`config.mk`:
```
export PLATFORM = sky130hd
export DESIGN_NAME = dcache_data_array
export DESIGN_NICKNAME = d
export VERILOG_FILES = /design/src/verilog/dcache_pkg.sv /design/src/verilog/dcache_data_array.sv
export SDC_FILE = /design/constraint.sdc
export NUM_CORES = 2
export LEC_CHECK = 0
export BUFFER_PORTS_ARGS = -buffer_cell sky130_fd_sc_hd__buf_2
export CORE_AREA = 3 3 435 437
export DETAILED_ROUTE_END_ITERATION = 10
export DIE_AREA = 0 0 438 440
export PLACE_DENSITY_LB_ADDON = 0.3
export SLEW_MARGIN = 20
export SYNTH_ARGS = -nofsm -noshare
export SYNTH_HDL_FRONTEND = slang
export SYNTH_SLANG_ARGS = --single-unit
```
`constraint.sdc`:
```
create_clock -name clk_i -period 8.6 [get_ports clk_i]
set_clock_uncertainty 0.1 [all_clocks]
set_input_delay 0.86 -clock clk_i [delete_from_list [all_inputs] [get_ports clk_i]]
set_output_delay 0.86 -clock clk_i [all_outputs]
set_load 0.01 [all_outputs]
```
`src/verilog/dcache_pkg.sv`:
```
package dcache_pkg;

    // ========================================================================
    // Cache geometry
    // ========================================================================

    // Word and line sizes
    localparam int XLEN           = 32;
    localparam int N_WAYS         = 2;
    localparam int N_SETS         = 8;
    localparam int WORDS_PER_LINE = 4;
    localparam int LINE_BITS      = XLEN * WORDS_PER_LINE;

    // Address split, tag | index | word offset | byte offset
    localparam int BYTE_BITS      = 2;
    localparam int OFFSET_BITS    = 2;
    localparam int INDEX_BITS     = 3;
    localparam int TAG_BITS       = XLEN - INDEX_BITS - OFFSET_BITS - BYTE_BITS;

    // ========================================================================
    // Vector types
    // ========================================================================

    typedef logic [XLEN-1:0]              addr_t;
    typedef logic [XLEN-1:0]              word_t;
    // Word 0 sits in the top bits of a line
    typedef logic [LINE_BITS-1:0]         line_t;
    typedef logic [XLEN/8-1:0]            be_t;
    typedef logic [TAG_BITS-1:0]          tag_t;
    typedef logic [INDEX_BITS-1:0]        index_t;
    typedef logic [OFFSET_BITS-1:0]       offset_t;
    typedef logic [$clog2(N_WAYS)-1:0]    way_t;

    // ========================================================================
    // Request bundles
    // ========================================================================

    // Processor request, rw high for a write
    typedef struct packed {
        logic  rw;
        be_t   be;
        addr_t addr;
        word_t wdata;
    } cpu_req_t;

    // Memory request, a whole line per transfer
    typedef struct packed {
        logic  rw;
        addr_t addr;
        line_t wdata;
    } mem_req_t;

    // Controller states
    typedef enum logic [2:0] {
        S_IDLE,
        S_LOOKUP,
        S_WRITE_BACK,
        S_REFILL,
        S_REFILL_DONE
    } cache_state_e;

endpackage

```
`src/verilog/dcache_data_array.sv`:
```
`timescale 1ns/10ps

module dcache_data_array
(
    input  logic                            clk_i,
    input  dcache_pkg::index_t              lookup_index_i,
    input  logic [dcache_pkg::N_WAYS-1:0]   line_we_i,
    input  dcache_pkg::line_t               wr_line_i,
    input  dcache_pkg::way_t                rd_way_i,
    output dcache_pkg::line_t               rd_line_o
);

    // ========================================================================
    // Line storage
    // ========================================================================

    dcache_pkg::line_t rd_q [dcache_pkg::N_WAYS];

    for (genvar w = 0; w < dcache_pkg::N_WAYS; w++)
    begin : g_way
        dcache_pkg::line_t line_mem [dcache_pkg::N_SETS];

        // Write and read share the lookup index
        always_ff @(posedge clk_i)
        begin
            if (line_we_i[w])
                line_mem[lookup_index_i] <= wr_line_i;
            rd_q[w] <= line_mem[lookup_index_i];
        end
    end

    // Way select after the registered read
    assign rd_line_o = rd_q[rd_way_i];

endmodule

```
After elaboration in Yosys (flattened, before gate mapping) --
Memories as Yosys holds them, arrays and structs flattened. Cells that the tools add are included.
Operators by class: multiplexer cells 4
Operators by type and width (number):
- 1-bit 2-to-1 mux | 4
Storage, ports and cells: register bits 0, memory bits (writable) 2304, output and inout port bits 128, word-level logic and storage cells 7, memories 3
Memories:
- g_way[0].line_mem | depth 8, bits a word 128, read ports 1, clocked after Yosys merged registers in 0, write ports 1, line dcache_data_array.sv:21 | dcache_pkg::line_t line_mem [dcache_pkg::N_SETS];
- g_way[1].line_mem | depth 8, bits a word 128, read ports 1, clocked after Yosys merged registers in 0, write ports 1, line dcache_data_array.sv:21
- rd_q | depth 2, bits a word 128, read ports 1, clocked after Yosys merged registers in 0, write ports 2, line dcache_data_array.sv:17 | dcache_pkg::line_t rd_q [dcache_pkg::N_WAYS];

Depth between registers and ports, before layout --
depth after elaboration 2, mapped depth 6, mapped depth without buffers 2

Worst setup path after synthesis --
Ideal clock, no wire load.
path kind input to register, start point input lookup_index_i[0], end point memory g_way[0].line_mem[7][0] in the netlist's numbering, enable pin, arrival time 7.215 ns, data required time 7.883 ns, setup slack 0.668 ns, stages on the path 5, path through clkbuf_1 -> clkbuf_1 -> buf_1 -> nand2_1 -> nor2_1
RTL lines:
- start, declared | line dcache_data_array.sv:6 | input dcache_pkg::index_t lookup_index_i,
- end, declared | line dcache_data_array.sv:21
No word-level cell before the write port.

Final worst setup path --
start point input rd_way_i, end point output rd_line_o[74]
On the way: cells in the longest elaborated chain, start to end 1
RTL lines:
- start, declared | line dcache_data_array.sv:9 | input dcache_pkg::way_t rd_way_i,
- memory read 2 x 128 bit
- end, declared | line dcache_data_array.sv:10 | output dcache_pkg::line_t rd_line_o
No other way between the ends.

==> out/metrics.yaml <==
floorplan:
  ioPinCount: 263
  dieHeight_um: 440
  core_region_area_mm2: 0.185
  rows: 158
  start_util: 0.450
  die_area_mm2: 0.193
  die_width_um: 438
global_routing:
  grt_pass1_wl_um: 263000
  antenna_found_initial: 43
  grt_max_degree: 132
  grt.overflow.total: 0
  grt_pass1_vias: 37700
  groute.usage.overall: 0.188
outcome:
  status: "finished, final reports clean"
clocking:
  ctsResizeCount: 0
  cts.clk_slew.worst_paths_ns: 0.06
  clock-root-buffer: "clkbuf_16"
  holdBufCountCts: 0
  postCtsSetupBuffers: 0
  htreeDepth: 4
  insertion_delay_ns: 0.85
  cts_made_buffers: 221
  cts_buffer_depth: 3
  cts.sinks: 2304
  tritoncts: "built"
power_and_ir_drop:
  p_leak_uw: 0.0306
  cellPowerDensity_mw_per_mm2: 249
  max-vdd-ir-drop_mv: 0.193
synth:
  synth.avg_cell_area_um2: 24.7
  synth_seq_cells: 2304
  syn_inst: 3382
  yosysSeqAreaShare: 0.799
  synthDistinctLibCells: 13
  syn_area_mm2: 0.0834
  yosysWarnings: 0
  synthesis.nets: 3517
timing:
  post-route-period-util: 0.452
  whs_ns: 0.269
  setup_ws_ns: 4.71
  hold_violations: 0
  post-route-min-period_ns: 3.89
  fmax_ghz: 0.257
  tns_ns: 0
  slew_violations: 0
  rsz0062_at_grt: "false"
  setup_violations: 0
  relSlewSlack: 0.283
  worstMarginPinSlew_ns: 1.07
routing:
  wl_per_cell_um: 27.8
  ant_nets: 0
  firstDrtPassIters: 6
  finalWirelength_um: 179000
  vias: 35800
  avgViaCountPerCell: 5.54
  drtIter0Drc: 3041
  drc: 0
placed_design:
  io_buffers: 262
  dp_hpwl_um: 85200
  gp_congestion: 0.697
  dp_cells: 6029
  dp_slack_ns: 3.78
setup_path:
  required_ns: 7.64
  worstPathArrival_ns: 2.93
  crit_type: "in -> out"
  cp-start-kind: "input pin"
  cp_max_fo: 58
  critPathCaptureType: "output port"
job:
  maxCapViolations: 0
min_path:
  holdCritPathClass: "in -> reg"
finish:
  area_growth_pct: 14.2
  fin_cells: 6464
  final_common_cell: "edfxtp_1"
  layout-drive-gt1-share: 0.395
  mostFrequentLayoutCells: "edfxtp_1 (2048), mux4_2 (512), mux2_2 (384), buf_2 (258), dfxtp_1 (256)"
  n_fill_cell: 14400
  finalNetCount: 3909
[kinds of logic after synthesis]
| group | share of synthesized area |
|---|---|
| AND/OR/NAND/NOR | 0.00123 |
| multiplexers | 0.190 |
| flip-flops | 0.799 |
| buffers and inverters | 0.0102 |
[routing by layer]
| layer | up-vias | GRT usage | wire [um] | part of all wire |
|---|---|---|---|---|
| met3 | 283 | 0.0365 | 9300 | 0.052 |
| met4 | 12 | 0.0465 | 3930 | 0.022 |
| li1 | 15100 | - | - | - |
| met1 | 19600 | 0.258 | 77100 | 0.43 |
| met5 | - | 0 | 74 | 0.00041 |
| met2 | 876 | 0.312 | 89000 | 0.50 |
[critical path, stage by stage]
cell      delay [ns]
clkbuf_8        0.56
buf_4           0.69
mux2_2          0.47
buf_2           0.16
[through the flow]
| stage | cell area (um^2) | util | power [uW] |
|---|---|---|---|
| 6_report | 95300 | 0.514 | 23800 |
| 3_5_place_dp | 87800 | 0.473 | 14300 |
| 2_1_floorplan | 83400 | - | 13800 |
| 4_1_cts | 95200 | 0.514 | 24000 |
| 5_1_grt | 95300 | 0.514 | 24600 |
| 3_3_place_gp | 87800 | 0.473 | 14300 |
[synthesized netlist by cell type]
library cell | instances | area share
edfxtp_1 | 2048 | 0.74
mux2_2 | 384 | 0.052
mux4_2 | 512 | 0.14
clkbuf_1 | 65 | 0.0029
buf_6 | 26 | 0.0035
dfxtp_1 | 256 | 0.061
nand2_1 | 3 | 0.00013
buf_2 | 35 | 0.0021
or2_2 | 1 | 0.000075
buf_1 | 30 | 0.0013
nand2b_1 | 4 | 0.00030
buf_8 | 2 | 0.00036
nor2_1 | 16 | 0.00072
[worst paths after layout]
check,start,end,slack (ns),cells past startpoint
min reg2reg,g_way[0].line_mem[7][53]$_DFFE_PP_,rd_q[0][53]$_DFF_P_,0.54,2
max reg2reg,g_way[1].line_mem[2][34]$_DFFE_PP_,rd_q[1][34]$_DFF_P_,7.21,2
min,wr_line_i[92],g_way[0].line_mem[1][92]$_DFFE_PP_,0.27,1
max,rd_way_i,rd_line_o[74],4.71,4
[state kept, by name, indices dropped and copies added (netlist names)]
name and flops:
rd_q 256, g_way.line_mem 2048
[layout make-up]
| type | count | area (um^2) | area share |
|---|---|---|---|
| Sequential cell | 2304 | 66600 | 0.699 |
| Clock inverter | 93 | 1160 | 0.0122 |
| Antenna cell | 14 | 35.0 | 0.000368 |
| Clock buffer | 326 | 6310 | 0.0662 |
| Timing Repair Buffer | 327 | 2020 | 0.0212 |
| Multi-Input combinational cell | 920 | 16100 | 0.169 |
| Tap cell | 2480 | 3100 | 0.0326 |
[power breakdown]
group          internal, uW  total [uW]  switching (uW)
Sequential            12600       12700             101
Clock                  5620        9730            4110
Combinational           572        1280             713
Total                 18800       23800            4920
Note: power is estimated with default switching activity, not from simulation.
