==> config.mk <==
export PLATFORM = sky130hd
export DESIGN_NAME = dcache_tag_array
export DESIGN_NICKNAME = d
export VERILOG_FILES = /design/src/verilog/dcache_pkg.sv /design/src/verilog/dcache_tag_array.sv
export SDC_FILE = /design/constraint.sdc
export NUM_CORES = 1
export LEC_CHECK = 0
export ABC_AREA = 1
export BUFFER_PORTS_ARGS = -buffer_cell sky130_fd_sc_hd__buf_2
export CORE_ASPECT_RATIO = 2
export CORE_MARGIN = 1.5
export CORE_UTILIZATION = 60
export DETAILED_ROUTE_END_ITERATION = 12
export GPL_ROUTABILITY_DRIVEN = 0
export GPL_TIMING_DRIVEN = 0
export PLACE_DENSITY_LB_ADDON = 0.12
export SLEW_MARGIN = 5
export SYNTH_ARGS = -nofsm -noshare
export SYNTH_HDL_FRONTEND = slang
export SYNTH_SLANG_ARGS = --single-unit
==> constraint.sdc <==
create_clock -name clk_i -period 6.6 [get_ports clk_i]
set_input_delay 1.32 -clock clk_i [delete_from_list [all_inputs] [get_ports clk_i]]
set_output_delay 1.32 -clock clk_i [all_outputs]
set_load 0.02 [all_outputs]
==> src/verilog/dcache_pkg.sv <==
package dcache_pkg;

    // ========================================================================
    // Cache geometry
    // ========================================================================

    // Word and line sizes
    localparam int XLEN           = 32;
    localparam int N_WAYS         = 2;
    localparam int N_SETS         = 8;
    localparam int WORDS_PER_LINE = 4;
    localparam int LINE_BITS      = XLEN * WORDS_PER_LINE;

    // Address split, tag | index | word offset | byte offset
    localparam int BYTE_BITS      = 2;
    localparam int OFFSET_BITS    = 2;
    localparam int INDEX_BITS     = 3;
    localparam int TAG_BITS       = XLEN - INDEX_BITS - OFFSET_BITS - BYTE_BITS;

    // ========================================================================
    // Vector types
    // ========================================================================

    typedef logic [XLEN-1:0]              addr_t;
    typedef logic [XLEN-1:0]              word_t;
    // Word 0 sits in the top bits of a line
    typedef logic [LINE_BITS-1:0]         line_t;
    typedef logic [XLEN/8-1:0]            be_t;
    typedef logic [TAG_BITS-1:0]          tag_t;
    typedef logic [INDEX_BITS-1:0]        index_t;
    typedef logic [OFFSET_BITS-1:0]       offset_t;
    typedef logic [$clog2(N_WAYS)-1:0]    way_t;

    // ========================================================================
    // Request bundles
    // ========================================================================

    // Processor request, rw high for a write
    typedef struct packed {
        logic  rw;
        be_t   be;
        addr_t addr;
        word_t wdata;
    } cpu_req_t;

    // Memory request, a whole line per transfer
    typedef struct packed {
        logic  rw;
        addr_t addr;
        line_t wdata;
    } mem_req_t;

    // Controller states
    typedef enum logic [2:0] {
        S_IDLE,
        S_LOOKUP,
        S_WRITE_BACK,
        S_REFILL,
        S_REFILL_DONE
    } cache_state_e;

endpackage

==> src/verilog/dcache_tag_array.sv <==
`timescale 1ns/10ps

module dcache_tag_array
(
    input  logic                  clk_i,
    input  logic                  rst_i,
    input  dcache_pkg::index_t    lookup_index_i,
    input  dcache_pkg::cpu_req_t  req_i,
    input  logic                  fill_i,
    input  logic                  hit_write_i,
    output logic                  hit_o,
    output dcache_pkg::way_t      hit_way_o,
    output dcache_pkg::way_t      victim_way_o,
    output logic                  victim_dirty_o,
    output dcache_pkg::tag_t      victim_tag_o
);

    localparam int N_WAYS   = dcache_pkg::N_WAYS;
    localparam int LINE_LSB = dcache_pkg::BYTE_BITS + dcache_pkg::OFFSET_BITS;
    localparam int TAG_LSB  = LINE_LSB + dcache_pkg::INDEX_BITS;

    dcache_pkg::index_t   req_set;
    dcache_pkg::tag_t     req_tag;
    dcache_pkg::tag_t     tag_q [N_WAYS];
    logic [N_WAYS-1:0]    valid_q [dcache_pkg::N_SETS];
    logic [N_WAYS-1:0]    dirty_q [dcache_pkg::N_SETS];
    dcache_pkg::way_t     fifo_q [dcache_pkg::N_SETS];
    logic [N_WAYS-1:0]    way_hit;
    dcache_pkg::way_t     hit_way;
    dcache_pkg::way_t     victim;

    assign req_set = req_i.addr[LINE_LSB +: dcache_pkg::INDEX_BITS];
    assign req_tag = req_i.addr[TAG_LSB +: dcache_pkg::TAG_BITS];
    assign victim  = fifo_q[req_set];

    // ========================================================================
    // Tag storage, one RAM per way
    // ========================================================================

    for (genvar w = 0; w < N_WAYS; w++)
    begin : g_way
        dcache_pkg::tag_t tag_mem [dcache_pkg::N_SETS];

        // Refill writes the victim way of the request set
        always_ff @(posedge clk_i)
        begin
            if (fill_i && victim == w)
                tag_mem[req_set] <= req_tag;
            tag_q[w] <= tag_mem[lookup_index_i];
        end

        assign way_hit[w] = valid_q[req_set][w] && (tag_q[w] == req_tag);
    end

    // Valid, dirty and FIFO pointer per set
    always_ff @(posedge clk_i)
    begin
        if (rst_i)
        begin
            for (int s = 0; s < dcache_pkg::N_SETS; s++)
            begin
                valid_q[s] <= '0;
                dirty_q[s] <= '0;
                fifo_q[s]  <= '0;
            end
        end
        else if (fill_i)
        begin
            valid_q[req_set][victim] <= 1'b1;
            dirty_q[req_set][victim] <= req_i.rw;
            fifo_q[req_set]          <= dcache_pkg::way_t'(victim + 1'b1);
        end
        else if (hit_write_i)
            dirty_q[req_set][hit_way] <= 1'b1;
    end

    // Hit way encode, at most one way matches
    always_comb
    begin
        hit_way = '0;
        for (int w = 0; w < N_WAYS; w++)
        begin
            if (way_hit[w])
                hit_way = dcache_pkg::way_t'(w);
        end
    end

    assign hit_o          = |way_hit;
    assign hit_way_o      = hit_way;
    assign victim_way_o   = victim;
    assign victim_dirty_o = dirty_q[req_set][victim];
    assign victim_tag_o   = tag_q[victim];

endmodule

**Word-level counts from Yosys, hierarchy flattened**

Memories as Yosys holds them, arrays and structs flattened.
Cells that the tools add are included.

- Flip-flop bits (word level): 0
- Memory bits (writable): 490
- Bits of input ports: 76
- Word-level logic and storage cells: 58
- Memories: 6

- Add/subtract/negate cells: 1
- $lt $le $gt $ge: 4
- Equal/unequal tests: 2
- Multiplexer cells: 32
- Bitwise logic cells: 3
- Reductions and logical operators: 10

Memories:

| memory | words | width | read ports | clocked after memory_dff | wr ports | line | text |
|---|---|---|---|---|---|---|---|
| g_way[0].tag_mem | 8 | 25 | 1 | 0 | 1 | dcache_tag_array.sv:42 | `dcache_pkg::tag_t tag_mem [dcache_pkg::N_SETS];` |
| g_way[1].tag_mem | 8 | 25 | 1 | 0 | 1 | dcache_tag_array.sv:42 |  |
| tag_q | 2 | 25 | 3 | 0 | 2 | dcache_tag_array.sv:24 | `dcache_pkg::tag_t tag_q [N_WAYS];` |
| dirty_q | 8 | 2 | 1 | 0 | 8 | dcache_tag_array.sv:26 | `logic [N_WAYS-1:0] dirty_q [dcache_pkg::N_SETS];` |
| valid_q | 8 | 2 | 1 | 0 | 8 | dcache_tag_array.sv:25 | `logic [N_WAYS-1:0] valid_q [dcache_pkg::N_SETS];` |
| fifo_q | 8 | 1 | 1 | 0 | 8 | dcache_tag_array.sv:27 | `dcache_pkg::way_t fifo_q [dcache_pkg::N_SETS];` |

Operator list:

| cell | number |
|---|---|
| $eq 25x25->1 | 2 |
| $mux 1 | 21 |
| $mux 2 | 6 |
| $mux 3 | 3 |
| $logic_and 1x1->1 | 6 |
| $reduce_or 2->1 | 3 |
| $lt 1x2->1 const B | 2 |
| $demux 1 s1 | 2 |
| $ge 1x1->1 const B | 2 |
| $or 1x1->1 | 2 |
| $add 1x1->1 const B | 1 |
| $not 1->1 | 1 |
| $reduce_or 1->1 | 1 |

**Logic depth before layout (Yosys ltp)**

- Word-level depth: 11
- Mapped depth: 14
- Gate-level depth less buffers: 13

**Worst setup path after synthesis**

No wires, ideal clock.

- Path type: input to output
- Start point: in req_i[37] (netlist name)
- End point: out victim_tag_o[20]
- Arrival: 2.654 ns
- Required time: 5.280 ns
- Slack: 2.626 ns
- Stages: 7
- Path through: buf_2 -> inv_1 -> a21oi_1 -> o21ai_2 -> nand2_4 -> buf_2 -> o21ai_0

- Cells in the longest elaborated chain, start to end: 2

Ends and longest elaborated chain:

| item | line | text |
|---|---|---|
| start: declaration | dcache_tag_array.sv:8 | `input dcache_pkg::cpu_req_t req_i,` |
| $mem_v2 8x1 | n/a |  |
| net victim_way_o | dcache_tag_array.sv:13 | `output dcache_pkg::way_t victim_way_o,` |
| $mem_v2 2x25 | n/a |  |
| end: declaration | dcache_tag_array.sv:15 | `output dcache_pkg::tag_t victim_tag_o` |

The timed path passes the listed nets, and every way through them passes these cells.

**Worst setup path after layout**

- Start point: in req_i[37] (netlist name)
- End point: out hit_o

- Cells in the longest elaborated chain, start to end: 3
- Elaborated cells between the ends (all ways): 4

Ends and longest elaborated chain:

| item | line | text |
|---|---|---|
| $mem_v2 8x2 (*) | n/a |  |
| $logic_and 1x1->1 | dcache_tag_array.sv:52 | `assign way_hit[w] = valid_q[req_set][w] && (tag_q[w] == req_tag);` |
| $reduce_or 2->1 (*) | dcache_tag_array.sv:88 | `assign hit_o = \|way_hit;` |
| end: declaration | dcache_tag_array.sv:11 | `output logic hit_o,` |

Mark *: on every way between the ends. The rest lies on a longest branch, timed or not.

==> impl_metrics.env <==
export IMPL_placedCellCount=2168
export IMPL_vias=13300
export IMPL_first_pass_grt_wire_length_um=77400
export IMPL_placed_cell_area_um2=20700
export IMPL_fmax_ghz=0.222
export IMPL_cpLargestDelayFamily="buffers and inverters"
export IMPL_hold_violations=0
export IMPL_cts_hold_buffers_added=0
export IMPL_timing_critical_path_arrival_ns=3.19
export IMPL_met3_length_um=3520
export IMPL_worst_skew_pair_late_latency_ns=0.55
export IMPL_nNetsFinal=1860
export IMPL_rsz0062_at_grt="false"
export IMPL_cellPowerDensity_nw_per_um2=294
export IMPL_hold_class="register to register"
export IMPL_floorplan_initialDensity_pct=60.6
export IMPL_capturing_point_of_the_worst_reg2reg_path="g_way[0].tag_mem[5][21]"
export IMPL_timing_final_crit_share_pct=68.4
export IMPL_num_io_pins=105
export IMPL_crit_path_end_kind="output port"
export IMPL_timing_reg2reg_worst_path_depth=7
export IMPL_worst_clock_skew_ns=0.0143
export IMPL_grt_max_degree=27
export IMPL_postCtsSetupBuffers=0
export IMPL_synth_yosys_seq_area_share_pct=72.2
export IMPL_worst_hold_startpoint="valid_q[6][1]"
export IMPL_drc=0
export IMPL_hold_path_endpoint="valid_q[6][1]"
export IMPL_topRoutingLayerUsed="met4"
export IMPL_drt_iter0_markers=985
export IMPL_avgSynthCellArea_um2=11.7
export IMPL_startpoint_type="primary input"
export IMPL_mappedNetlistArea_um2=19500
export IMPL_setup_violations=0
export IMPL_path_clk_slew_ns=0.06
export IMPL_h_tree_depth=2
export IMPL_status="completed"
export IMPL_cts_made_buffers=41
export IMPL_post_drt_wl_per_cell_um=23.6
export IMPL_design_core_area_um2=32100
export IMPL_critPathMaxFanout=9
export IMPL_max_slew_margin_pct=34.4
export IMPL_grt_ovfl_total=0
export IMPL_report_final_slew_viol_count=0
export IMPL_antenna_found_initial=1
export IMPL_max_clock_path_buffers=3
export IMPL_detailedPlacementHpwl_um=36000
export IMPL_port_buffer_count=62
export IMPL_fraction_of_final_layout_cells_with_drive_strength_greater_than_1_pct=10.8
export IMPL_maxCapViolations=0
export IMPL_peakVddDrop_uv=314
export IMPL_totalWireLength_um=53000
export IMPL_worst_ep_required_time_ns=5.28
export IMPL_drt_met1_wl_um=17900
export IMPL_whs_path_depth=1
export IMPL_crit_type="primary input to output port"
export IMPL_tritoncts_clock_tree="done"
export IMPL_cts_repair_resized=0
export IMPL_path_cells="buf_2 > inv_1 > nand3_1 > inv_1 > a22oi_1 > nand4_1 > nand4_1 > nand2_1 > buf_2"
export IMPL_totalNegativeSetupSlack_ns=0
export IMPL_crit_slowest_cell="sky130_fd_sc_hd__nand3_1"
export IMPL_timing_rr_start="fifo_q[5]"
export IMPL_fill_cells=2385
export IMPL_r2r_slack_ns=3.83
export IMPL_grt_pass1_vias=13300
export IMPL_met2RoutedLength_um=27900
export IMPL_layout_min_cycle_time_ns=4.51
export IMPL_ant_nets=0
export IMPL_worst_slew_pin_transition_ns=0.981
export IMPL_layout_cells_non_filler=2242
export IMPL_final_common_cell="sky130_fd_sc_hd__edfxtp_1"
export IMPL_synth_cell_type_count=37
export IMPL_die_w_um=130
export IMPL_numClockSinks=490
export IMPL_die_height_um=258
export IMPL_syn_inst=1668
export IMPL_highest_count_cells_in_the_layout_ignoring_fill_and_taps="sky130_fd_sc_hd__edfxtp_1, sky130_fd_sc_hd__nor2_1, sky130_fd_sc_hd__o21ai_0"
export IMPL_timing_critical_path_slowest_cell_delay_ns=0.42
export IMPL_power_static_leakage_nw=7.77
export IMPL_drt_pass1_iter_count=7
export IMPL_routed_via_density=5.93
export IMPL_finalInstanceArea_um2=22000
export IMPL_clockRootBuffer="sky130_fd_sc_hd__clkbuf_16"
export IMPL_yosys_register_bits=490
export IMPL_synth_warnings=0
export IMPL_floorplan_die_area_um2=33600
export IMPL_critical_path_buf_inv_count=4
export IMPL_synth_nets=1744
export IMPL_grt_util_all_layers_pct=32.2
export IMPL_area_growth_synth_to_final_pct=13.3
export IMPL_floorplan_rows=93
layer usage:
| metal | vias up | GRT usage [%] |
|---|---|---|
| met5 | - | 0 |
| met4 | 0 | 20.6 |
| met3 | 176 | 4.39 |
| met2 | 633 | 56.6 |
| met1 | 6397 | 36.2 |
| li1 | 6095 | - |
synth_stat cells:
master,n,area share (%)
sky130_fd_sc_hd__edfxtp_1,424,65
sky130_fd_sc_hd__nor2_1,412,7.9
sky130_fd_sc_hd__o21ai_0,226,5.8
sky130_fd_sc_hd__nand2_1,177,3.4
sky130_fd_sc_hd__dfxtp_1,66,6.8
sky130_fd_sc_hd__inv_1,60,1.2
sky130_fd_sc_hd__o22ai_1,58,1.9
sky130_fd_sc_hd__a31oi_1,50,1.6
sky130_fd_sc_hd__clkbuf_1,46,0.89
sky130_fd_sc_hd__buf_2,24,0.62
sky130_fd_sc_hd__xnor2_1,24,1.1
sky130_fd_sc_hd__nand3_1,17,0.44
sky130_fd_sc_hd__buf_1,14,0.27
sky130_fd_sc_hd__nand4_1,8,0.26
sky130_fd_sc_hd__o21a_1,8,0.31
sky130_fd_sc_hd__xor2_1,8,0.36
sky130_fd_sc_hd__a21oi_1,6,0.15
sky130_fd_sc_hd__a22oi_1,5,0.19
sky130_fd_sc_hd__inv_2,4,0.077
sky130_fd_sc_hd__nand2_4,4,0.23
sky130_fd_sc_hd__nor3_1,4,0.10
sky130_fd_sc_hd__nand2_2,3,0.096
sky130_fd_sc_hd__buf_6,2,0.12
sky130_fd_sc_hd__nand3_2,2,0.10
sky130_fd_sc_hd__o21ai_2,2,0.090
sky130_fd_sc_hd__o22ai_2,2,0.13
sky130_fd_sc_hd__or2_2,2,0.064
sky130_fd_sc_hd__a221oi_1,1,0.045
sky130_fd_sc_hd__and3_1,1,0.032
sky130_fd_sc_hd__buf_4,1,0.039
sky130_fd_sc_hd__clkbuf_2,1,0.026
sky130_fd_sc_hd__inv_4,1,0.032
sky130_fd_sc_hd__nor2_2,1,0.032
sky130_fd_sc_hd__nor2_4,1,0.058
sky130_fd_sc_hd__nor3b_1,1,0.039
sky130_fd_sc_hd__nor4b_1,1,0.045
sky130_fd_sc_hd__o21bai_1,1,0.039
state kept, by name (all words and copies together) (netlist names):
name	count
dirty_q	16
valid_q	16
fifo_q	8
g_way.tag_mem	400
tag_q	50
how the worst max path moves through the flow:
stage,from,to,slack [ns],depth (start not counted)
detailed placement,req_i[37],hit_o,2.15,9
CTS,req_i[37],hit_o,2.13,9
finish,req_i[37],hit_o,2.09,9
global route,req_i[37],hit_o,1.95,9
floorplan,req_i[37],victim_tag_o[20],2.63,7
global placement,req_i[36],g_way[1].tag_mem[4][0],1.30,9
through the flow:
step	total power [mW]	utilization [%]	setup slack, ns	hold slack, ns
floorplan	3.83	-	2.63	0.440
global placement	4.06	63.2	1.30	0.448
detailed placement	4.08	64.5	2.15	0.456
CTS	6.49	68.6	2.13	0.469
global route	6.65	68.6	1.95	0.486
finish	6.48	68.7	2.09	0.467
cells by family (layout without fill, tap and decap cells):
family / Yosys count / after routing / synth area share, %
flip-flops: 490 / 490 / 72.2
XOR/XNOR: 32 / 32 / 1.44
AND/OR/NAND/NOR: 634 / 634 / 12.9
buffers and inverters: 153 / 299 / 3.22
AO/OA/AOI/OAI: 359 / 359 / 10.2
other: 0 / 1 / 0
final cells by class:
class / instances / area, um^2 / area share (%)
antenna: 1 / 2.50 / 0.0113
multi-input combinational: 1025 / 4900 / 22.2
sequential: 490 / 14100 / 63.7
inverter: 65 / 246 / 1.12
clock buffer: 65 / 1230 / 5.57
clock inverter: 8 / 116 / 0.528
tap: 427 / 534 / 2.42
timing repair buffer: 73 / 591 / 2.68
buffer: 88 / 380 / 1.73
where the power goes:
| group | internal [mW] | switching, mW | total (mW) |
|---|---|---|---|
| registers | 3.44 | 0.0328 | 3.47 |
| logic | 0.150 | 0.403 | 0.553 |
| clock network | 1.40 | 1.06 | 2.46 |
| total | 4.98 | 1.50 | 6.48 |
(Power assumes the default switching activity.)
