<file path="src/verilog/dcache_pkg.sv">
package dcache_pkg;

    // ========================================================================
    // Cache geometry
    // ========================================================================

    // Word and line sizes
    localparam int XLEN           = 32;
    localparam int N_WAYS         = 2;
    localparam int N_SETS         = 8;
    localparam int WORDS_PER_LINE = 4;
    localparam int LINE_BITS      = XLEN * WORDS_PER_LINE;

    // Address split, tag | index | word offset | byte offset
    localparam int BYTE_BITS      = 2;
    localparam int OFFSET_BITS    = 2;
    localparam int INDEX_BITS     = 3;
    localparam int TAG_BITS       = XLEN - INDEX_BITS - OFFSET_BITS - BYTE_BITS;

    // ========================================================================
    // Vector types
    // ========================================================================

    typedef logic [XLEN-1:0]              addr_t;
    typedef logic [XLEN-1:0]              word_t;
    // Word 0 sits in the top bits of a line
    typedef logic [LINE_BITS-1:0]         line_t;
    typedef logic [XLEN/8-1:0]            be_t;
    typedef logic [TAG_BITS-1:0]          tag_t;
    typedef logic [INDEX_BITS-1:0]        index_t;
    typedef logic [OFFSET_BITS-1:0]       offset_t;
    typedef logic [$clog2(N_WAYS)-1:0]    way_t;

    // ========================================================================
    // Request bundles
    // ========================================================================

    // Processor request, rw high for a write
    typedef struct packed {
        logic  rw;
        be_t   be;
        addr_t addr;
        word_t wdata;
    } cpu_req_t;

    // Memory request, a whole line per transfer
    typedef struct packed {
        logic  rw;
        addr_t addr;
        line_t wdata;
    } mem_req_t;

    // Controller states
    typedef enum logic [2:0] {
        S_IDLE,
        S_LOOKUP,
        S_WRITE_BACK,
        S_REFILL,
        S_REFILL_DONE
    } cache_state_e;

endpackage

</file>
<file path="src/verilog/dcache_ctrl.sv">
`timescale 1ns/10ps

module dcache_ctrl
(
    input  logic                              clk_i,
    input  logic                              rst_i,
    // Processor side
    input  logic                              p_strobe_i,
    input  dcache_pkg::cpu_req_t              p_req_i,
    output logic                              p_ready_o,
    // Memory side
    input  logic                              m_ready_i,
    input  dcache_pkg::line_t                 m_rdata_i,
    output dcache_pkg::mem_req_t              m_req_o,
    output logic                              m_strobe_o,
    // Array control
    output dcache_pkg::index_t                lookup_index_o,
    output dcache_pkg::cpu_req_t              req_q_o,
    input  logic                              hit_i,
    input  dcache_pkg::way_t                  hit_way_i,
    input  dcache_pkg::way_t                  victim_way_i,
    input  logic                              victim_dirty_i,
    input  dcache_pkg::tag_t                  victim_tag_i,
    input  dcache_pkg::line_t                 rd_line_i,
    output logic                              fill_o,
    output logic                              hit_write_o,
    output logic [dcache_pkg::N_WAYS-1:0]     line_we_o,
    output dcache_pkg::way_t                  rd_way_o,
    output logic                              use_refill_o,
    output dcache_pkg::line_t                 refill_line_o
);

    localparam int LINE_LSB = dcache_pkg::BYTE_BITS + dcache_pkg::OFFSET_BITS;

    dcache_pkg::cache_state_e state_q;
    dcache_pkg::cache_state_e state_d;
    dcache_pkg::cpu_req_t     req_q;
    dcache_pkg::index_t       req_index;
    dcache_pkg::mem_req_t     wb_req;
    dcache_pkg::mem_req_t     fill_req;
    dcache_pkg::mem_req_t     m_req_q;
    dcache_pkg::line_t        refill_q;
    logic                     m_strobe_q;

    assign req_index = req_q.addr[LINE_LSB +: dcache_pkg::INDEX_BITS];

    // Live index at the strobe edge, held index afterwards
    assign lookup_index_o = (state_q == dcache_pkg::S_IDLE)
                          ? p_req_i.addr[LINE_LSB +: dcache_pkg::INDEX_BITS]
                          : req_index;

    // ========================================================================
    // State machine
    // ========================================================================

    always_ff @(posedge clk_i)
    begin
        if (rst_i)
            state_q <= dcache_pkg::S_IDLE;
        else
            state_q <= state_d;
    end

    always_comb
    begin
        state_d = state_q;
        case (state_q)
            dcache_pkg::S_IDLE:
                if (p_strobe_i)
                    state_d = dcache_pkg::S_LOOKUP;
            dcache_pkg::S_LOOKUP:
                // Miss goes through write-back only for a dirty victim
                if (hit_i)
                    state_d = dcache_pkg::S_IDLE;
                else if (victim_dirty_i)
                    state_d = dcache_pkg::S_WRITE_BACK;
                else
                    state_d = dcache_pkg::S_REFILL;
            dcache_pkg::S_WRITE_BACK:
                if (m_ready_i)
                    state_d = dcache_pkg::S_REFILL;
            dcache_pkg::S_REFILL:
                if (m_ready_i)
                    state_d = dcache_pkg::S_REFILL_DONE;
            default:
                state_d = dcache_pkg::S_IDLE;
        endcase
    end

    // Request capture, one request in flight
    always_ff @(posedge clk_i)
    begin
        if (state_q == dcache_pkg::S_IDLE && p_strobe_i)
            req_q <= p_req_i;
    end

    assign req_q_o = req_q;

    // ========================================================================
    // Memory port
    // ========================================================================

    // Victim line back to its own line address
    always_comb
    begin
        wb_req.rw      = 1'b1;
        wb_req.addr    = {victim_tag_i, req_index, {LINE_LSB{1'b0}}};
        wb_req.wdata   = rd_line_i;
        fill_req.rw    = 1'b0;
        fill_req.addr  = {req_q.addr[dcache_pkg::XLEN-1:LINE_LSB], {LINE_LSB{1'b0}}};
        fill_req.wdata = '0;
    end

    always_ff @(posedge clk_i)
    begin
        if (rst_i)
            m_strobe_q <= 1'b0;
        else if (state_q == dcache_pkg::S_LOOKUP && !hit_i)
            m_strobe_q <= 1'b1;
        else if (m_ready_i)
            m_strobe_q <= 1'b0;
        // Refill after a write-back starts one idle cycle later
        else if (state_q == dcache_pkg::S_REFILL && !m_strobe_q)
            m_strobe_q <= 1'b1;
    end

    // Request is loaded while the strobe is low or being raised
    always_ff @(posedge clk_i)
    begin
        if (state_q == dcache_pkg::S_LOOKUP && !hit_i)
            m_req_q <= victim_dirty_i ? wb_req : fill_req;
        else if (state_q == dcache_pkg::S_WRITE_BACK && m_ready_i)
            m_req_q <= fill_req;
    end

    // Refill line capture
    always_ff @(posedge clk_i)
    begin
        if (state_q == dcache_pkg::S_REFILL && m_ready_i)
            refill_q <= m_rdata_i;
    end

    assign m_strobe_o    = m_strobe_q;
    assign m_req_o       = m_req_q;
    assign refill_line_o = refill_q;

    // ========================================================================
    // Array updates and processor handshake
    // ========================================================================

    assign hit_write_o  = (state_q == dcache_pkg::S_LOOKUP) && hit_i && req_q.rw;
    assign fill_o       = (state_q == dcache_pkg::S_REFILL_DONE);
    assign use_refill_o = (state_q == dcache_pkg::S_REFILL_DONE);
    assign rd_way_o     = hit_i ? hit_way_i : victim_way_i;
    assign p_ready_o    = ((state_q == dcache_pkg::S_LOOKUP) && hit_i) || fill_o;

    always_comb
    begin
        line_we_o = '0;
        if (hit_write_o)
            line_we_o[hit_way_i] = 1'b1;
        else if (fill_o)
            line_we_o[victim_way_i] = 1'b1;
    end

endmodule

</file>
<file path="config.mk">
export PLATFORM = sky130hd
export DESIGN_NAME = dcache_ctrl
export DESIGN_NICKNAME = d
export VERILOG_FILES = /design/src/verilog/dcache_pkg.sv /design/src/verilog/dcache_ctrl.sv
export SDC_FILE = /design/constraint.sdc
export NUM_CORES = 1
export LEC_CHECK = 0
export BUFFER_PORTS_ARGS = -buffer_cell sky130_fd_sc_hd__buf_2
export CORE_AREA = 5 5 282 284
export CTS_CLUSTER_DIAMETER = 100
export DETAILED_ROUTE_END_ITERATION = 12
export DIE_AREA = 0 0 287 289
export PLACE_DENSITY = 0.49
export SLEW_MARGIN = 10
export SYNTH_ARGS = -nofsm -noshare
export SYNTH_HDL_FRONTEND = slang
export SYNTH_SLANG_ARGS = --single-unit
</file>
<file path="constraint.sdc">
create_clock -name clk_i -period 26.2 [get_ports clk_i]
set_input_delay 0 -clock clk_i [delete_from_list [all_inputs] [get_ports clk_i]]
set_output_delay 0 -clock clk_i [all_outputs]
set_load 0.01 [all_outputs]
</file>
---- Yosys cells after proc, flatten, opt, wreduce, memory -nomap -nowiden ----
Index checks and enable logic that the tools add are counted.
storage, ports and cells
  word-level logic and storage cells ...... 57
  register bits ........................... 362
  output and inout port bits .............. 369
  input port bits ......................... 358
cells by class
  equal/unequal tests ..................... 7
  mux-type cells .......................... 20
  magnitude comparators ................... 4
  reduce and logical (&&, ||, !) cells .... 16
operators with widths
  operator                                                                number
  161-bit 2-to-1 mux                                                      3
  3-bit 2-to-1 mux                                                        4
  3-bit case mux with 4 select lines                                      1
  1-bit logical AND                                                       9
  1-bit 2-to-1 mux                                                        7
  3-bit by 2-bit equality test with 1-bit output (second input constant)  2
  2-bit 2-to-1 mux                                                        3
  2-bit != test (second input constant)                                   3
  1-bit by 2-bit < comparator with 1-bit output (second input constant)   2
  3-bit by 1-bit equality test with 1-bit output (second input constant)  1
  3-bit equality test (second input constant)                             1
  3-bit zero test                                                         1
  3-bit AND reduction                                                     1
  3-bit nonzero test                                                      1
  1-bit demux with 1-bit select                                           2
  1-bit greater-or-equal comparator (second input constant)               2
  1-bit zero test                                                         2
  2-bit nonzero test                                                      1
  1-bit logical OR                                                        1

---- Longest topological paths before layout ----
Gate-level depths: netlist (run 1).
  word-level depth ........................ 6
  gate-level depth with buffers ........... 6
  mapped depth without buffers ............ 3

---- Worst setup path after synthesis (run 1) ----
Ideal clock, no wire load.
  path type ............................... flip-flop to flip-flop
  from .................................... register state_q[1]
  to ...................................... register m_req_q, in the netlist m_req_o[0], enable pin
  cell stages (with the launch flop) ...... 4
  required time ........................... 25.474 ns
  slack ................................... 17.203 ns
  library setup time ...................... 0.726 ns
  buffers on the path ..................... 1
  data arrival time ....................... 8.272 ns
  period minus slack after synthesis ...... 8.997 ns
  cells stage by stage .................... dfxtp_1 -> clkbuf_1 -> nand3b_1 -> a21oi_1
on the way
  cells in the longest elaborated chain, start to end .. 3
  elaborated cells between the ends (all ways) .. 5
  classes of those cells .................. eq/ne: 2; reduce/logical: 3
ends and longest elaborated chain
  element                                                                                                                  RTL line                                source
  from (decl)                                                                                                              dcache_ctrl.sv:35                       dcache_pkg::cache_state_e state_q;
  from (signal assigned)                                                                                                   dcache_ctrl.sv:59                       state_q <= dcache_pkg::S_IDLE;
  from (signal assigned)                                                                                                   dcache_ctrl.sv:61                       state_q <= state_d;
  3-bit by 1-bit equality test with 1-bit output / 3-bit by 2-bit equality test with 1-bit output (equally long branches)  dcache_ctrl.sv:130, dcache_ctrl.sv:132
  1-bit logical AND, on equally long branches                                                                              dcache_ctrl.sv:130, dcache_ctrl.sv:132
  2-bit nonzero test (no source line) (*)                                                                                  n/a
  to (signal assigned)                                                                                                     dcache_ctrl.sv:131                      m_req_q <= victim_dirty_i ? wb_req : fill_req;
  to (signal assigned)                                                                                                     dcache_ctrl.sv:133                      m_req_q <= fill_req;
  to (decl)                                                                                                                dcache_ctrl.sv:41                       dcache_pkg::mem_req_t m_req_q;
Mark *: on every way between the ends. The rest lies on a longest branch, timed or not.
A chain may end at the register's enable or synchronous reset.

---- Worst setup path after layout (run 1) ----
  from .................................... register state_q[0]
  to ...................................... register refill_q[126], in the netlist refill_line_o[126], enable pin
on the way
  cells in the longest elaborated chain, start to end .. 2
ends and longest elaborated chain
  element                                         RTL line            source
  3-bit by 2-bit equality test with 1-bit output  dcache_ctrl.sv:139  if (state_q == dcache_pkg::S_REFILL && m_ready_i)
  1-bit logical AND                               dcache_ctrl.sv:139
  to (signal assigned)                            dcache_ctrl.sv:140  refill_q <= m_rdata_i;
  to (decl)                                       dcache_ctrl.sv:42   dcache_pkg::line_t refill_q;
Every way passes these cells.

==> out/results.md, run 1 <==
| Item | Reported | Unit |
|---|---|---|
| Kind of critical path | flop to flop | - |
| CTS clk-pin slew, worst paths | 0.06 | ns |
| Number of hold buffers added after cts | 356 | - |
| Final setup fails | 0 | - |
| Input/output buffers | 722 | - |
| Worst clock skew | 0.00698 | ns |
| Post-Route Hold Slack | 0.144 | ns |
| Total length of routed wires | 48.0 | mm |
| Layout Nets | 2,040 | - |
| Placer congestion estimate | 0.851 | - |
| Master of the slowest instance on the critical path | buf_4 | - |
| CTS sink cnt | 358 | - |
| Placed Instance Area | 17,100 | sq um |
| Power, Total | 1.41 | mW |
| Worst path bufs/invs | 1 | - |
| H-Tree Depth | 2 | - |
| Fraction of final layout cells sized beyond drive strength 1 | 47.9 | % |
| Highest cell delay on the worst timing path | 0.92 | ns |
| Fraction of registers with async set or reset after synthesis | 0 | % |
| Placed Cells incl. Taps | 2,320 | - |
| Portion of the post-synthesis area used by sequential elements | 87.0 | % |
| Total CTS buffers | 44 | - |
| Top cells by area, synth | edfxtp_1 86%, and2_1 6.6%, mux2_4 3.0%, buf_6 1.0%, dfxtp_1 0.65% | - |
| Crit-path max FO | 84 | - |
| Dominant cell by count in the synthesized netlist | edfxtp_1 | - |
| Run status | finished clean | - |
| Row count | 102 | - |
| Global-route wire length before repair | 66.5 | mm |
| Initial cell density of the core | 16.0 | % |
| Global-route usage over all layers | 10.7 | % |
| Residual antenna-violating net count after detailed routing | 0 | - |
| CTS tree | done | - |
| Mean routed wirelength per cell | 17.4 | microns |
| Largest net degree at the start of global routing | 89 | - |
| Non-filler instance count after layout | 2,765 | - |
| Number of flops mapped to enable cells by yosys | 354 | - |
| Global route overflow | 0 | - |
| Filler instances | 7,787 | - |
| Vias in the first global route | 10,500 | - |
| Post-synthesis area per instance | 21.5 | sq um |
| Number of antenna violations at the first check in global routing | 11 | - |
| Latest clock arrival within the worst-skew pair | 0.55 | ns |
| Post-synth top area cell | edfxtp_1 | - |
| Kind of end point of the critical path | flop | - |
| Crit path max-delay family | simple AND/OR/NAND/NOR gates | - |
| Synth Instances | 573 | - |
| Type of element launching the critical path | flop | - |
| Area of all placed cells without fillers | 22,000 | sq um |
| DR vias/cell | 3.42 | - |
| Count of final hold-check violations | 0 | - |
| Number of vias after detailed routing | 9,467 | - |
| Die H | 289 | microns |
| Max Buffers Root-to-Sink | 3 | - |
| Post-CTS Setup Bufs | 0 | - |
| Data required time of the worst path | 26.37 | ns |
| Setup tns final | 0 | ns |
| Top post-synthesis cells by count | 354 x edfxtp_1, 129 x and2_1, 25 x mux2_4 | - |
| Final count of pins violating max slew | 0 | - |
| Syn-to-layout area delta | 78.9 | % |
| Post-cts resize count | 0 | - |
| Area of the die | 82,900 | sq um |
| Chip width | 287 | microns |
| Max-cap violations | 0 | - |
| Hold WC Path Type | primary input to flop | - |
| Area share of the largest cell type after synthesis | 86.3 | % |
| Placed wire-length estimate | 34.8 | mm |
| First drt pass iteration count | 4 | - |
| Netlist area before placement | 12,300 | sq um |
| Unrepaired setup endpoints after global routing | no | - |
| Tightest Pin Transition | 1.09 | ns |
| Flops & latches, synth | 358 | - |
| Post-synth top flop | edfxtp_1 | - |
| Core outline area | 76,800 | sq um |
| Worst slew margin relative to its limit | 27.0 | % |
| Post-detailed-route DRC marker count | 0 | - |
| Total I/O pin count | 727 | - |
| Worst IR drop on VDD | 46.9 | uV |
| Master cell of the clock root buffer | clkbuf_16 | - |
| Leak Pwr | 8.97 | nW |
| Timing-limited maximum frequency | 346 | MHz |
| Areal power density over the cells | 64.0 | nW/um^2 |
| Arrival time reported for the critical path endpoint | 3.06 | ns |
| Drt initial violations | 360 | - |
| Final worst path period need | 2.89 | ns |
| Synth warnings | 0 | - |
| Cell variety after synth | 28 | - |
| Ordered list of cells on the worst path | nor2b_1 -> and3_4 -> buf_4 | - |
| Portion of the clock cycle consumed by the worst path in the final layout | 11.0 | % |
where the power goes:
group          switching [mW]  total (mW)  internal, mW
Sequential             0.0122       0.682         0.669
Clock                   0.244       0.569         0.325
Combinational          0.0755       0.159        0.0839
stage by stage:
stage	utilization, %	setup WS [ns]
after floorplan	-	17.20
after global placement	22.3	23.46
after detailed placement	22.3	23.31
after CTS	28.7	23.31
after global routing	28.7	23.15
final	28.7	23.31
layout by cell type, fill, tap and decap left out, drive strengths merged:
| master | instances |
|---|---|
| bufinv | 1 |
| clkinvlp | 2 |
| a32o | 1 |
| conb | 4 |
| nor3b | 1 |
| buf | 728 |
| nor3 | 3 |
| nor2 | 4 |
| o31ai | 1 |
| nand2b | 1 |
| inv | 7 |
| a21oi | 3 |
| edfxtp | 354 |
| dlygate4sd3 | 356 |
| and3 | 1 |
| clkbuf | 51 |
| mux2 | 28 |
| and4b | 1 |
| o21ai | 2 |
| clkinv | 22 |
| nor2b | 4 |
| a22o | 2 |
| nand3b | 1 |
| diode | 8 |
| dfxtp | 4 |
| a22oi | 1 |
| nor4 | 1 |
| nand2 | 3 |
| and4 | 1 |
| and2 | 129 |
per-layer routing:
metal	vias to the layer above	wire length [microns]	global-route usage, %
li1	4377	-	-
met1	4576	18000	12.3
met2	423	23600	18.0
met3	87	4970	4.38
met4	4	1460	3.76
met5	-	21	0
area by class of cell:
type	count	area [sq um]	area share [%]
clock inverters	30	188	0.852
diodes	8	20.0	0.0908
clock buffers	51	1150	5.21
repair buffers	1084	7220	32.8
well taps	1040	1300	5.90
inverters	2	7.51	0.0341
multi-input cells	192	1440	6.53
flip-flops and latches	358	10700	48.6
registers in the layout (all words and copies together), names as in the netlist:
register and count:
state_q 3, refill_line_o 128, req_q_o 69, m_strobe_o 1, m_req_o 157
kinds of logic after synthesis:
kind of cell,share of synthesized area (%)
DFF,87.0
muxes,3.32
AOI/OAI and AO/OA,0.549
buffers and inverters,1.63
and+or+nand+nor,7.52
other,0.0304
final timing paths:
kind / start / endpoint / cells past startpoint / slack (ns)
worst max-delay path: state_q[0] / refill_line_o[126] / 3 / 23.31
worst min-delay path: m_rdata_i[78] / refill_line_o[78] / 2 / 0.14
worst max register to register: state_q[0] / refill_line_o[126] / 3 / 23.31
worst min register to register: req_q_o[38] / m_req_o[134] / 0 / 0.49
(Power assumes the default switching activity.)
==> run 2, diff against run 1 <==
--- a/config.mk
+++ b/config.mk
@@ -5,12 +5,13 @@
 export SDC_FILE = /design/constraint.sdc
 export NUM_CORES = 1
 export LEC_CHECK = 0
+export ABC_AREA = 1
 export BUFFER_PORTS_ARGS = -buffer_cell sky130_fd_sc_hd__buf_2
-export CORE_AREA = 5 5 282 284
+export CORE_AREA = 5 5 276 278
 export CTS_CLUSTER_DIAMETER = 100
 export DETAILED_ROUTE_END_ITERATION = 12
-export DIE_AREA = 0 0 287 289
-export PLACE_DENSITY = 0.49
+export DIE_AREA = 0 0 281 283
+export PLACE_DENSITY = 0.5
 export SLEW_MARGIN = 10
 export SYNTH_ARGS = -nofsm -noshare
 export SYNTH_HDL_FRONTEND = slang
==> constraint.sdc (replaced) <==
create_clock -name clk_i -period 3 [get_ports clk_i]
set_input_delay 0 -clock clk_i [delete_from_list [all_inputs] [get_ports clk_i]]
set_output_delay 0 -clock clk_i [all_outputs]
set_load 0.01 [all_outputs]
==> run 2 against run 1 <==
Net effect:
- register-to-register slack lost 23 ns
- via count grew 8.4%
- maximum frequency is 30% higher
- largest power group unchanged
- final area rose by 0.95%
- routed wire length down 1.5%
- non-clock buffer count rose by 18
- sequential share of layout area decreased by 0.46 points
- first-iteration DRC count up 18%
- flip-flop and latch count is the same
==> out/results.md, run 2 <==
| Item | Reported | Unit | vs previous |
|---|---|---|---|
| Placer congestion estimate | 0.863 | - | was 0.851 |
| Dominant cell by count in the synthesized netlist | edfxtp_1 | - | unchanged |
| Count of final hold-check violations | 0 | - | unchanged |
| Setup tns final | 0 | ns | unchanged |
| Final worst path period need | 2.23 | ns | was 2.89 ns |
| Flip-flop count of the largest register after layout | 157 | - | unchanged |
| Unrepaired setup endpoints after global routing | no | - | unchanged |
| Latest clock arrival within the worst-skew pair | 0.56 | ns | was 0.55 ns |
| Input/output buffers | 722 | - | unchanged |
| Number of vias after detailed routing | 10,300 | - | was 9,467 |
| Global-route usage over all layers | 11.2 | % | was 10.7% |
| Max-cap violations | 0 | - | unchanged |
| Power, Total | 12.5 | mW | was 1.41 mW |
| Mean routed wirelength per cell | 16.3 | microns | was 17.4 microns |
| Switching power share of the total | 23.8 | % | was 23.5% |
| Area of the multi-input gates | 1040 | sq um | was 1440 sq um |
| DR vias/cell | 3.54 | - | was 3.42 |
| Top cells by area, synth | edfxtp_1 86%, inv_1 4.2%, nor2_1 3.8%, nand2_1 3.1%, buf_6 0.82% | - | was edfxtp_1 86%, and2_1 6.6%, mux2_4 3.0%, buf_6 1.0%, dfxtp_1 0.65% |
| H-Tree Depth | 2 | - | unchanged |
| Cell depth of the worst flop-to-flop path | 7 | - | was 3 |
| Master cell of the clock root buffer | clkbuf_16 | - | unchanged |
| Filler instances | 7,374 | - | was 7,787 |
| Hold Crit Depth | 5 | - | was 2 |
| Global-route wire length before repair | 68.7 | mm | was 66.5 mm |
| CTS sink cnt | 358 | - | unchanged |
| Reg area | 10,700 | sq um | unchanged |
| Drt initial violations | 423 | - | was 360 |
| Post-synth top area cell | edfxtp_1 | - | unchanged |
| Portion of the clock cycle consumed by the worst path in the final layout | 74.2 | % | was 11.0% |
| Flops & latches, synth | 358 | - | unchanged |
| Initial cell density of the core | 16.8 | % | was 16.0% |
| Synth warnings | 0 | - | unchanged |
| Worst IR drop on VDD | 513 | uV | was 46.9 uV |
| Layout Nets | 2,258 | - | was 2,040 |
| Switching power | 2.98 | mW | was 332 uW |
| Final count of pins violating max slew | 0 | - | unchanged |
| Vias in the first global route | 11,200 | - | was 10,500 |
| Data required time of the worst path | 3.41 | ns | was 26.37 ns |
| Placed wire-length estimate | 34.2 | mm | was 34.8 mm |
| Netlist area before placement | 12,400 | sq um | was 12,300 sq um |
| Synth Instances | 776 | - | was 573 |
| Max Buffers Root-to-Sink | 3 | - | unchanged |
| Hold WC Path Type | primary input to flop | - | unchanged |
| Kind of end point of the critical path | flop | - | unchanged |
| Syn-to-layout area delta | 79.2 | % | was 78.9% |
| Worst slew margin relative to its limit | 25.2 | % | was 27.0% |
| Total I/O pin count | 727 | - | unchanged |
| Number of antenna violations at the first check in global routing | 4 | - | was 11 |
| Areal power density over the cells | 562 | nW/um^2 | was 64.0 nW/um^2 |
| Fraction of registers with async set or reset after synthesis | 0 | % | unchanged |
| Cell variety after synth | 17 | - | was 28 |
| Post-cts resize count | 0 | - | unchanged |
| Fraction of final layout cells sized beyond drive strength 1 | 42.5 | % | was 47.9% |
| Area of the die | 79,500 | sq um | was 82,900 sq um |
| Post-Route Hold Slack | 0.0548 | ns | was 0.144 ns |
| Total length of routed wires | 47.2 | mm | was 48.0 mm |
| Crit-path max FO | 26 | - | was 84 |
| Core utilization of the finished layout | 30.2 | % | was 28.7% |
| Tightest Pin Transition | 1.12 | ns | was 1.09 ns |
| Run status | finished clean | - | unchanged |
| Post-synth top flop | edfxtp_1 | - | unchanged |
| Worst clock skew | 0.0179 | ns | was 0.00698 ns |
| Total CTS buffers | 41 | - | was 44 |
| Kind of critical path | flop to flop | - | unchanged |
| Chip width | 281 | microns | was 287 microns |
| Number of flops mapped to enable cells by yosys | 354 | - | unchanged |
| Timing-limited maximum frequency | 449 | MHz | was 346 MHz |
| Post-detailed-route DRC marker count | 0 | - | unchanged |
| CTS tree | done | - | unchanged |
| Global route overflow | 0 | - | unchanged |
| Top post-synthesis cells by count | 354 x edfxtp_1, 140 x inv_1, 126 x nor2_1 | - | was 354 x edfxtp_1, 129 x and2_1, 25 x mux2_4 |
| Post-CTS Setup Bufs | 0 | - | unchanged |
| Non-filler instance count after layout | 2,904 | - | was 2,765 |
| Commonest non-fill, non-tap cells in the layout | 722 x buf_2, 360 x dlygate4sd3_1, 354 x edfxtp_1 | - | was 722 x buf_2, 356 x dlygate4sd3_1, 354 x edfxtp_1 |
| Final setup fails | 0 | - | unchanged |
| Leading cell type in the layout, fill and taps excluded | buf_2 | - | unchanged |
| CTS clk-pin slew, worst paths | 0.06 | ns | about the same |
| Number of hold buffers added after cts | 360 | - | was 356 |
| Portion of the post-synthesis area used by sequential elements | 86.3 | % | was 87.0% |
| Combinational power share | 12.6 | % | was 11.3% |
| Row count | 100 | - | was 102 |
| Type of element launching the critical path | flop | - | unchanged |
| Placed Cells incl. Taps | 2,466 | - | was 2,320 |
| Arrival time reported for the critical path endpoint | 2.64 | ns | was 3.06 ns |
| Area share of the largest cell type after synthesis | 85.6 | % | was 86.3% |
| Part of the total power dissipated in the clock network | 39.5 | % | was 40.3% |
| Leak Pwr | 9.88 | nW | was 8.97 nW |
| Residual antenna-violating net count after detailed routing | 0 | - | unchanged |
| Core outline area | 73,700 | sq um | was 76,800 sq um |
| First drt pass iteration count | 4 | - | unchanged |
| Total internal power | 9.52 | mW | was 1.08 mW |
| Post-synthesis area per instance | 16.0 | sq um | was 21.5 sq um |
| Die H | 283 | microns | was 289 microns |
| Fraction of power consumed by sequential logic | 47.9 | % | was 48.3% |
| Largest net degree at the start of global routing | 90 | - | was 89 |
-- run 2: cell count changes after synthesis, moves of 3 or more --
cell,change
nor2b_1,-4
and2_1,-129
inv_1,+138
nand2_1,+99
clkbuf_1,-5
nand3_1,+7
nor2_1,+122
buf_1,+6
nor2_2,+10
nor3_1,-3
mux2_4,-25
mux2_2,-3
-- run 2: worst max-delay path, cell delays in order (launching register included) --
cell	delay [ns]
dfxtp_1	0.40
inv_2	0.08
nor3_2	0.26
nand3_4	0.19
inv_2	0.44
nand2_1	0.09
nand2_1	0.07
dlygate4sd3_1	0.53
-- run 2: cell families (layout without fill, tap and decap cells) --
group,Yosys count,in the layout,synth area share (%)
AND/OR/NAND/NOR,246,246,7.76
AO/OA/AOI/OAI,5,5,0.201
buffers and inverters,166,1320,5.75
other,1,6,0.0302
flip-flops,358,358,86.3
-- run 2: through the flow --
step / area (sq um) / setup slack, ns
after floorplan: 12400 / 0.0452
after global placement: 17300 / 0.954
after detailed placement: 17300 / 0.868
after CTS: 22200 / 0.722
after global routing: 22200 / 0.565
final: 22200 / 0.774
-- run 2: final cells by class --
class | count | area share [%]
Antenna cell | 2 | 0.0225
Clock buffer | 51 | 4.92
Clock inverter | 25 | 1.05
Inverter | 142 | 2.41
Multi-Input combinational cell | 255 | 4.67
Sequential cell | 358 | 48.1
Tap cell | 969 | 5.45
Timing Repair Buffer | 1102 | 33.3
-- run 2: final timing paths --
| check | startpoint | slack, ns | endpoint |
|---|---|---|---|
| min reg2reg | req_q_o[37] | 0.51 | m_req_o[133] |
| max reg2reg | state_q[0] | 0.77 | m_req_o[143] |
| max | state_q[0] | 0.77 | m_req_o[143] |
| min | hit_i | 0.05 | m_req_o[146] |
-- run 2: per-layer routing --
metal  wire length [microns]  vias up  track usage [%]
li1                        -     4833                -
met1                   16900     4855             12.0
met2                   24200      493             20.4
met3                    4630       85             3.86
met4                    1560        0             3.89
met5                       0        -                0
-- run 2: power groups by stage --
stage / Clock (mW) / Sequential, mW / Combinational (mW)
floorplan: 0 / 6.24 / 0.306
global placement: 0 / 6.09 / 1.19
detailed placement: 0 / 6.09 / 1.21
CTS: 5.13 / 5.99 / 1.59
global route: 5.33 / 6.01 / 1.71
finish: 4.94 / 5.98 / 1.57
